==> src/hdl/rf_pkg.sv <==
// Shared types for the RV64I operand-read stage
// Only the I-type immediate format is decoded
package rf_pkg;

	localparam int xlen = 64;
	localparam int addr_w = 5;

	typedef logic [addr_w-1:0] reg_addr_t;

	// Base opcodes only, no compressed forms
	localparam logic [6:0] opc_op     = 7'b0110011;
	localparam logic [6:0] opc_op_imm = 7'b0010011;
	localparam logic [6:0] opc_load   = 7'b0000011;
	localparam logic [6:0] opc_store  = 7'b0100011;
	localparam logic [6:0] opc_branch = 7'b1100011;
	localparam logic [6:0] opc_jalr   = 7'b1100111;
	localparam logic [6:0] opc_lui    = 7'b0110111;
	localparam logic [6:0] opc_auipc  = 7'b0010111;
	localparam logic [6:0] opc_jal    = 7'b1101111;

	typedef struct packed {
		logic [6:0] funct7;
		reg_addr_t  rs2;
		reg_addr_t  rs1;
		logic [2:0] funct3;
		reg_addr_t  rd;
		logic [6:0] opcode;
	} instr_r_t;

	typedef struct packed {
		logic [11:0] imm12;
		reg_addr_t   rs1;
		logic [2:0]  funct3;
		reg_addr_t   rd;
		logic [6:0]  opcode;
	} instr_i_t;

	// One instruction word seen as R-type or I-type
	typedef union packed {
		instr_r_t r;
		instr_i_t i;
	} instr_u;

	typedef struct packed {
		reg_addr_t        raddr1;
		logic             re1;
		reg_addr_t        raddr2;
		logic             re2;
		logic             use_imm;
		logic [xlen-1:0]  imm;
		reg_addr_t        rd;
		logic             rd_we;
	} read_req_t;

	typedef struct packed {
		logic            we;
		reg_addr_t       waddr;
		logic [xlen-1:0] wdata;
	} wb_port_t;

	typedef struct packed {
		logic [xlen-1:0] op_a;
		logic [xlen-1:0] op_b;
		reg_addr_t       rd;
		logic            rd_we;
	} operand_bundle_t;

endpackage
==> src/hdl/rf_subsystem.sv <==
// Operand-read stage top with a 32 x 64-bit register file in banks
// No interlock against write-backs that land after operand capture
`timescale 1ns/1ps

module rf_subsystem #(
	parameter int BANK_REGS = 8,
	parameter int NUM_BANKS = 4
) (
	input  logic                     clk,
	input  logic                     reset,
	input  logic                     in_req,
	output logic                     in_ack,
	input  rf_pkg::instr_u           in_instr,
	input  rf_pkg::wb_port_t         wb,
	output logic                     out_req,
	input  logic                     out_ack,
	output rf_pkg::operand_bundle_t  out_bundle,
	output logic [rf_pkg::xlen-1:0]  ra_data
);

	rf_pkg::read_req_t                      rreq;
	logic                                   dec_req;
	logic                                   dec_ack;
	logic [NUM_BANKS-1:0][rf_pkg::xlen-1:0] bank_rd1;
	logic [NUM_BANKS-1:0][rf_pkg::xlen-1:0] bank_rd2;
	logic [NUM_BANKS-1:0][rf_pkg::xlen-1:0] bank_ra;

	issue_decode decode_i (
		.clk      (clk),
		.reset    (reset),
		.in_req   (in_req),
		.in_ack   (in_ack),
		.in_instr (in_instr),
		.dec_req  (dec_req),
		.dec_ack  (dec_ack),
		.rreq     (rreq)
	);

	// Every bank sees the same addresses and write port
	for (genvar b = 0; b < NUM_BANKS; b++) begin : g_bank
		reg_bank #(
			.BANK_REGS (BANK_REGS),
			.BANK_ID   (b)
		) bank_i (
			.clk    (clk),
			.reset  (reset),
			.wb     (wb),
			.raddr1 (rreq.raddr1),
			.raddr2 (rreq.raddr2),
			.rd1    (bank_rd1[b]),
			.rd2    (bank_rd2[b]),
			.rd_ra  (bank_ra[b])
		);
	end

	operand_select #(
		.BANK_REGS (BANK_REGS),
		.NUM_BANKS (NUM_BANKS)
	) select_i (
		.clk        (clk),
		.reset      (reset),
		.rreq       (rreq),
		.dec_req    (dec_req),
		.dec_ack    (dec_ack),
		.bank_rd1   (bank_rd1),
		.bank_rd2   (bank_rd2),
		.bank_ra    (bank_ra),
		.wb         (wb),
		.out_req    (out_req),
		.out_ack    (out_ack),
		.out_bundle (out_bundle),
		.ra_data    (ra_data)
	);

	// Banks must cover exactly the 5-bit register space
	a_bank_geometry: assert property (@(posedge clk)
		NUM_BANKS * BANK_REGS == 2 ** rf_pkg::addr_w)
		else $error("bank geometry %0d x %0d does not give 32 registers",
			NUM_BANKS, BANK_REGS);

endmodule

==> src/hdl/operand_select.sv <==
// Picks bank data, applies same-cycle write bypass and read-enable gating
// Captures one bundle at a time; a new request waits until the output is idle
`timescale 1ns/1ps

module operand_select #(
	parameter int BANK_REGS = 8,
	parameter int NUM_BANKS = 4
) (
	input  logic                                     clk,
	input  logic                                     reset,
	input  rf_pkg::read_req_t                        rreq,
	input  logic                                     dec_req,
	output logic                                     dec_ack,
	input  logic [NUM_BANKS-1:0][rf_pkg::xlen-1:0]   bank_rd1,
	input  logic [NUM_BANKS-1:0][rf_pkg::xlen-1:0]   bank_rd2,
	input  logic [NUM_BANKS-1:0][rf_pkg::xlen-1:0]   bank_ra,
	input  rf_pkg::wb_port_t                         wb,
	output logic                                     out_req,
	input  logic                                     out_ack,
	output rf_pkg::operand_bundle_t                  out_bundle,
	output logic [rf_pkg::xlen-1:0]                  ra_data
);

	localparam int idx_w = $clog2(BANK_REGS);

	logic                    capture;
	logic [rf_pkg::xlen-1:0] rs1_val;
	logic [rf_pkg::xlen-1:0] rs2_val;
	rf_pkg::operand_bundle_t next_bundle;

	// Bank select, then bypass, then enable gating
	function automatic logic [rf_pkg::xlen-1:0] read_port(
		input logic                                   re,
		input rf_pkg::reg_addr_t                      addr,
		input logic [NUM_BANKS-1:0][rf_pkg::xlen-1:0] data,
		input rf_pkg::wb_port_t                       w
	);
		logic [rf_pkg::xlen-1:0] val;
		val = data[addr[rf_pkg::addr_w-1:idx_w]];
		if (w.we && (w.waddr == addr) && (addr != '0)) begin
			val = w.wdata;
		end
		if (!re) begin
			val = '0;
		end
		return val;
	endfunction

	assign rs1_val = read_port(rreq.re1, rreq.raddr1, bank_rd1, wb);
	assign rs2_val = read_port(rreq.re2, rreq.raddr2, bank_rd2, wb);

	always_comb begin
		next_bundle.op_a = rs1_val;
		next_bundle.op_b = rreq.use_imm ? rreq.imm : rs2_val;
		next_bundle.rd = rreq.rd;
		next_bundle.rd_we = rreq.rd_we;
	end

	// x1 is always read and routed through bank 0 by its address
	assign ra_data = read_port(1'b1, rf_pkg::addr_w'(1), bank_ra, wb);

	// Fresh request and output channel fully at rest
	assign capture = dec_req && !dec_ack && !out_req && !out_ack;

	always_ff @(posedge clk) begin
		if (reset) begin
			dec_ack <= 1'b0;
			out_req <= 1'b0;
		end else begin
			if (capture) begin
				dec_ack <= 1'b1;
			end else if (!dec_req) begin
				dec_ack <= 1'b0;
			end
			if (capture) begin
				out_req <= 1'b1;
			end else if (out_ack) begin
				out_req <= 1'b0;
			end
		end
	end

	always_ff @(posedge clk) begin
		if (capture) begin
			out_bundle <= next_bundle;
		end
	end

	// Downstream may sample the bundle at any point of a slow handshake
	a_bundle_stable: assert property (@(posedge clk) disable iff (reset)
		out_req |=> $stable(out_bundle))
		else $error("out_bundle changed while out_req was high");

endmodule

==> src/hdl/reg_bank.sv <==
// One bank of BANK_REGS registers picked by the upper address bits
// BANK_REGS must be a power of two and at least 2; bank 0 holds x0 and x1
`timescale 1ns/1ps

module reg_bank #(
	parameter int BANK_REGS = 8,
	parameter int BANK_ID = 0
) (
	input  logic                     clk,
	input  logic                     reset,
	input  rf_pkg::wb_port_t         wb,
	input  rf_pkg::reg_addr_t        raddr1,
	input  rf_pkg::reg_addr_t        raddr2,
	output logic [rf_pkg::xlen-1:0]  rd1,
	output logic [rf_pkg::xlen-1:0]  rd2,
	output logic [rf_pkg::xlen-1:0]  rd_ra
);

	localparam int idx_w = $clog2(BANK_REGS);
	localparam int hi_w = rf_pkg::addr_w - idx_w;
	localparam logic [hi_w-1:0] bank_sel = hi_w'(BANK_ID);

	logic [rf_pkg::xlen-1:0] regs [BANK_REGS];
	logic [idx_w-1:0]        widx;
	logic                    write_en;

	assign widx = wb.waddr[idx_w-1:0];

	// Bank 0 entry 0 is x0 and is never written
	assign write_en = wb.we && (wb.waddr[rf_pkg::addr_w-1:idx_w] == bank_sel)
		&& !((BANK_ID == 0) && (widx == '0));

	always_ff @(posedge clk) begin
		if (reset) begin
			for (int i = 0; i < BANK_REGS; i++) begin
				regs[i] <= '0;
			end
		end else if (write_en) begin
			regs[widx] <= wb.wdata;
		end
	end

	// Raw storage reads with the bypass applied in the selector
	assign rd1 = regs[raddr1[idx_w-1:0]];
	assign rd2 = regs[raddr2[idx_w-1:0]];

	// Local entry 1 is x1 only in bank 0
	assign rd_ra = regs[1];

	if (BANK_ID == 0) begin : g_x0_check
		a_x0_zero: assert property (@(posedge clk) disable iff (reset) regs[0] == '0)
			else $error("x0 storage holds %h", regs[0]);
	end

endmodule

==> src/hdl/issue_decode.sv <==
// Accepts one instruction per four-phase handshake and decodes it
// Holds the decoded request until the selector has closed its handshake
`timescale 1ns/1ps

module issue_decode (
	input  logic               clk,
	input  logic               reset,
	input  logic               in_req,
	output logic               in_ack,
	input  rf_pkg::instr_u     in_instr,
	output logic               dec_req,
	input  logic               dec_ack,
	output rf_pkg::read_req_t  rreq
);

	typedef enum logic [1:0] {
		st_idle,
		st_req,
		st_release
	} dec_state_e;

	dec_state_e        state;
	logic              accept;
	rf_pkg::read_req_t dec;

	// New request only when both handshakes are back at rest
	assign accept = in_req && !in_ack && (state == st_idle);
	assign dec_req = (state == st_req);

	always_comb begin
		dec = '0;
		dec.raddr1 = in_instr.r.rs1;
		dec.raddr2 = in_instr.r.rs2;
		dec.rd = in_instr.r.rd;
		dec.imm = {{(rf_pkg::xlen - 12){in_instr.i.imm12[11]}}, in_instr.i.imm12};
		case (in_instr.r.opcode)
			rf_pkg::opc_op: begin
				dec.re1 = 1'b1;
				dec.re2 = 1'b1;
				dec.rd_we = 1'b1;
			end
			rf_pkg::opc_op_imm, rf_pkg::opc_load, rf_pkg::opc_jalr: begin
				dec.re1 = 1'b1;
				dec.use_imm = 1'b1;
				dec.rd_we = 1'b1;
			end
			rf_pkg::opc_store, rf_pkg::opc_branch: begin
				dec.re1 = 1'b1;
				dec.re2 = 1'b1;
			end
			// Upper-immediate and jump forms write rd but read nothing
			rf_pkg::opc_lui, rf_pkg::opc_auipc, rf_pkg::opc_jal: begin
				dec.rd_we = 1'b1;
			end
			default: begin
				dec.re1 = 1'b0;
			end
		endcase
	end

	always_ff @(posedge clk) begin
		if (reset) begin
			in_ack <= 1'b0;
			state <= st_idle;
		end else begin
			if (accept) begin
				in_ack <= 1'b1;
			end else if (!in_req) begin
				in_ack <= 1'b0;
			end
			case (state)
				st_idle: if (accept) state <= st_req;
				st_req: if (dec_ack) state <= st_release;
				st_release: if (!dec_ack) state <= st_idle;
				default: state <= st_idle;
			endcase
		end
	end

	always_ff @(posedge clk) begin
		if (accept) begin
			rreq <= dec;
		end
	end

	// The selector may sample the request on any edge while dec_req is up
	a_rreq_stable: assert property (@(posedge clk) disable iff (reset)
		dec_req |=> $stable(rreq))
		else $error("rreq changed while dec_req was high");

endmodule

==> config.mk <==
export PLATFORM = sky130hd
export DESIGN_NAME = rf_subsystem
export DESIGN_NICKNAME = d
export VERILOG_FILES = /design/src/hdl/rf_pkg.sv /design/src/hdl/rf_subsystem.sv /design/src/hdl/operand_select.sv /design/src/hdl/reg_bank.sv /design/src/hdl/issue_decode.sv
export SDC_FILE = /design/constraint.sdc
export NUM_CORES = 2
export LEC_CHECK = 0
export BUFFER_PORTS_ARGS = -buffer_cell sky130_fd_sc_hd__buf_2
export CAP_MARGIN = 5
export CORE_MARGIN = 2
export CORE_UTILIZATION = 40
export DETAILED_ROUTE_END_ITERATION = 16
export SYNTH_ARGS = -nofsm -noshare
export SYNTH_HDL_FRONTEND = slang
export SYNTH_SLANG_ARGS = --single-unit
==> constraint.sdc <==
create_clock -name clk -period 29.5 [get_ports clk]
set_input_delay 1.475 -clock clk [delete_from_list [all_inputs] [get_ports clk]]
set_output_delay 1.475 -clock clk [all_outputs]
set_load 0.005 [all_outputs]
==> key figures <==
Worst setup path
  – Crit path launch type: input port
  – Worst EP required: between 20,000 and 30,000 ps
  – Crit path DAT: around 4600 ps
  – Critical Path End Type: output pin
  – Critical path start-end classification: input port to output pin
  – CP max FO: 32
  – Crit path from: wb[64]

Global route
  – Largest net degree at the start of global routing: around 110
  – GRT overflow: 0
  – Initial antenna violation count: 78
  – Gr usage total: 31.6%
  – Vias in the first global route: about 76,000
  – First-pass GRT wire length: about 630,000 um

Synthesis
  – Syn Std Cell Area: 115,000 um^2
  – Syn Inst Count: 7,444
  – Sequential area share after synthesis: 57.9%
  – Synth Flop Type: edfxtp_1
  – Mapped Avg Cell Area: 15.4 um^2
  – Distinct cells, synth: 69
  – Warnings from Yosys: 0
  – Fraction of registers with async set/reset: 0%
  – #FFs+latches synth: 2,219
  – Number of flops mapped to enable cells by yosys: about 2,200

Min path
  – Hold Crit Class: flip-flop to flip-flop
  – Worst hold start: decode_i.rreq[5]

Power
  – Sequential Power Share: 45.9%
  – PD cells: 63.6 nW/um^2
  – Cell internal pwr: 0.00596 W
  – Clock power frac: 39.0%
  – Switching share of total power: between 20% and 30%
  – Comb pwr share: 15.1%
  – Leak Pwr: approximately 44 nW
  – Switching power total: roughly 0.0022 W
  – Max VDD drop: about 0.000044 V

Floorplanning
  – Total die area: 292,000 um^2
  – Initial core utilization: roughly two fifths
  – Die W: 540 um
  – # rows: ~200
  – Die height: 540 um
  – Top Ports: 306
  – CORE AREA: 285,000 um^2

Placement
  – Port bufs: around 300
  – Cells after DPL: approximately 11,000
  – Placer Congestion: 0.879
  – Post-DP HPWL: 262,000 um

Cells and area
  – Area delta synth->final: 12.0%
  – Most common cell after layout, fill and taps aside: edfxtp_1
  – Multi-input logic area: 45,800 um^2
  – Commonest cells after routing, fill and taps aside: edfxtp_1, and2_1, mux4_2, buf_2, mux2i_1
  – Layout net count: 7,599
  – Layout cells sized above 1: 26.7%
  – Non-filler cells, final: 11,516
  – Fillers: 24,969
  – FF+latch area: 66,500 um^2

Run
  – # Max-Cap Violations: 0

Drt
  – Routed Antenna Nets: 0
  – DRC violation count after routing: 0
  – Drt total wl: 468,000 um
  – First-pass iteration count of the detailed router: 6
  – DR vias/cell: between 6 and 7
  – 1st-iter DRT viols: 13,938
  – Vias post-DR: 77,285
  – WL per Instance: slightly above 40 um

CTS
  – Num CTS Buffers: 262
  – Clock-pin slew on the worst setup and hold paths: about 60 ps
  – Clk sink count: approximately 2,200
  – Clock Path Buffers: 4
  – Postcts setup bufs: 0
  – CTS Root Cell: clkbuf_16
  – H-tree levels: 5
  – Latest clock arrival within the worst-skew pair: 940 ps
  – TritonCTS clock tree: done
  – Cts-stage hold buffer count: 0
  – CTS resizes: 0

Timing
  – Fin crit period: ~6000 ps
  – Worst-margin pin slew: ~1400 ps
  – Skew final: 43.8 ps
  – Final Slew Violations: 0
  – Upper clock frequency limit: 165 MHz
  – Setup Viol. Count Final: 0
  – Fin. Hold Viols: 0
  – RSZ-0062 raised after global routing: no
  – Worst rel slew slack: 6.34%
  – Post-route clock period utilization: 20.5%
  – Setup TNS: 0 ps

Run status
  – Status: finished clean
-- final timing paths --
check,slack (ps),depth (start not counted),endpoint
worst max register to register,23580,8,select_i.out_bundle[17]
worst max-delay path,23450,6,ra_data[40]
worst min register to register,420,0,select_i.out_bundle[5]
worst min-delay path,420,0,select_i.out_bundle[5]
-- layer usage --
| layer | global-route usage [%] | wire [um] | vias up |
|---|---|---|---|
| li1 | - | - | 29126 |
| met1 | 40.3 | 161000 | 39840 |
| met2 | 48.0 | 209000 | 6734 |
| met3 | 8.57 | 64000 | 1550 |
| met4 | 19.4 | 33300 | 35 |
| met5 | 0.608 | 425 | - |
-- worst max-delay path, stage by stage --
cell,delay (ps)
buf_2,280
or3b_1,410
or4b_4,780
buf_4,400
o21ai_0,750
buf_2,270
-- area by class of cell --
class                   instances  area share (%)
diodes                         66           0.128
clock buffers                 313            5.26
clock inverters               146            1.12
inverters                      13          0.0418
multi-input cells            4477            35.6
flip-flops and latches       2219            51.7
well taps                    3762            3.65
repair buffers                520            2.53
-- stage by stage --
step           worst slack [ps]  cell area [um^2]  power, W  hold WS, ps  util, %
6_report                  23450            129000   0.00819          424     45.1
5_1_grt                   23310            129000   0.00836          437     45.1
4_1_cts                   23520            129000   0.00818          428     45.1
3_5_place_dp              23010            120000   0.00503          413     42.2
3_3_place_gp              23070            120000   0.00501          401     42.2
2_1_floorplan             18130            115000   0.00456          400        -
-- state kept, by name (all words and copies together), names as in the netlist, named ones only --
register and count:
select_i.out_req 1, decode_i.rreq 26, select_i.dec_ack 1, decode_i.in_ack 1
g_bank.bank_i.regs 2048, decode_i.state 2, select_i.out_bundle 134
-- logic make-up after synthesis --
kind of cell	Yosys count	share of synthesized area, %
compound gates	602	3.82
xor+xnor	9	0.0686
buf+inv	811	2.93
flops	2219	57.9
mux	1339	22.5
other cells	1	0.00326
simple gates	2463	12.8
-- cell usage after synthesis (3+ instances only) --
library cell | number | share of area (%)
dfxtp_1 | 11 | 0.19
and3_1 | 6 | 0.033
edfxtp_1 | 2208 | 58
nand2_1 | 113 | 0.37
nand4_1 | 19 | 0.10
a21oi_1 | 48 | 0.21
a211oi_1 | 82 | 0.54
or3_1 | 4 | 0.022
clkbuf_1 | 556 | 1.8
a32o_1 | 48 | 0.42
nor2_1 | 67 | 0.22
nor4_1 | 18 | 0.098
o2111ai_1 | 7 | 0.053
nand3_1 | 115 | 0.50
a221o_1 | 15 | 0.13
buf_4 | 14 | 0.091
nor3_1 | 106 | 0.46
xnor2_1 | 9 | 0.069
or3b_2 | 3 | 0.023
a2bb2oi_1 | 7 | 0.053
nor3b_1 | 3 | 0.020
buf_1 | 43 | 0.14
a211o_1 | 35 | 0.27
nor2b_1 | 19 | 0.10
mux2_2 | 54 | 0.53
a22oi_1 | 88 | 0.57
mux2_4 | 24 | 0.31
and2_1 | 1925 | 10
o21ai_0 | 37 | 0.16
or2_2 | 37 | 0.20
o22ai_1 | 165 | 0.90
mux2i_1 | 278 | 2.4
buf_2 | 178 | 0.77
a22o_1 | 15 | 0.11
a221oi_1 | 14 | 0.11
inv_1 | 12 | 0.039
a2111o_1 | 6 | 0.059
a31oi_1 | 12 | 0.065
nand3b_1 | 6 | 0.039
mux4_2 | 983 | 19
nand2b_1 | 12 | 0.065
buf_6 | 6 | 0.059
-- power by group through the flow --
stage	registers, W	clock network [W]	logic [W]
finish	0.00376	0.00320	0.00124
global route	0.00378	0.00332	0.00126
CTS	0.00376	0.00321	0.00121
detailed placement	0.00382	0	0.00121
global placement	0.00381	0	0.00120
floorplan	0.00377	0	0.000789
Power figures use the tool's default switching activity.
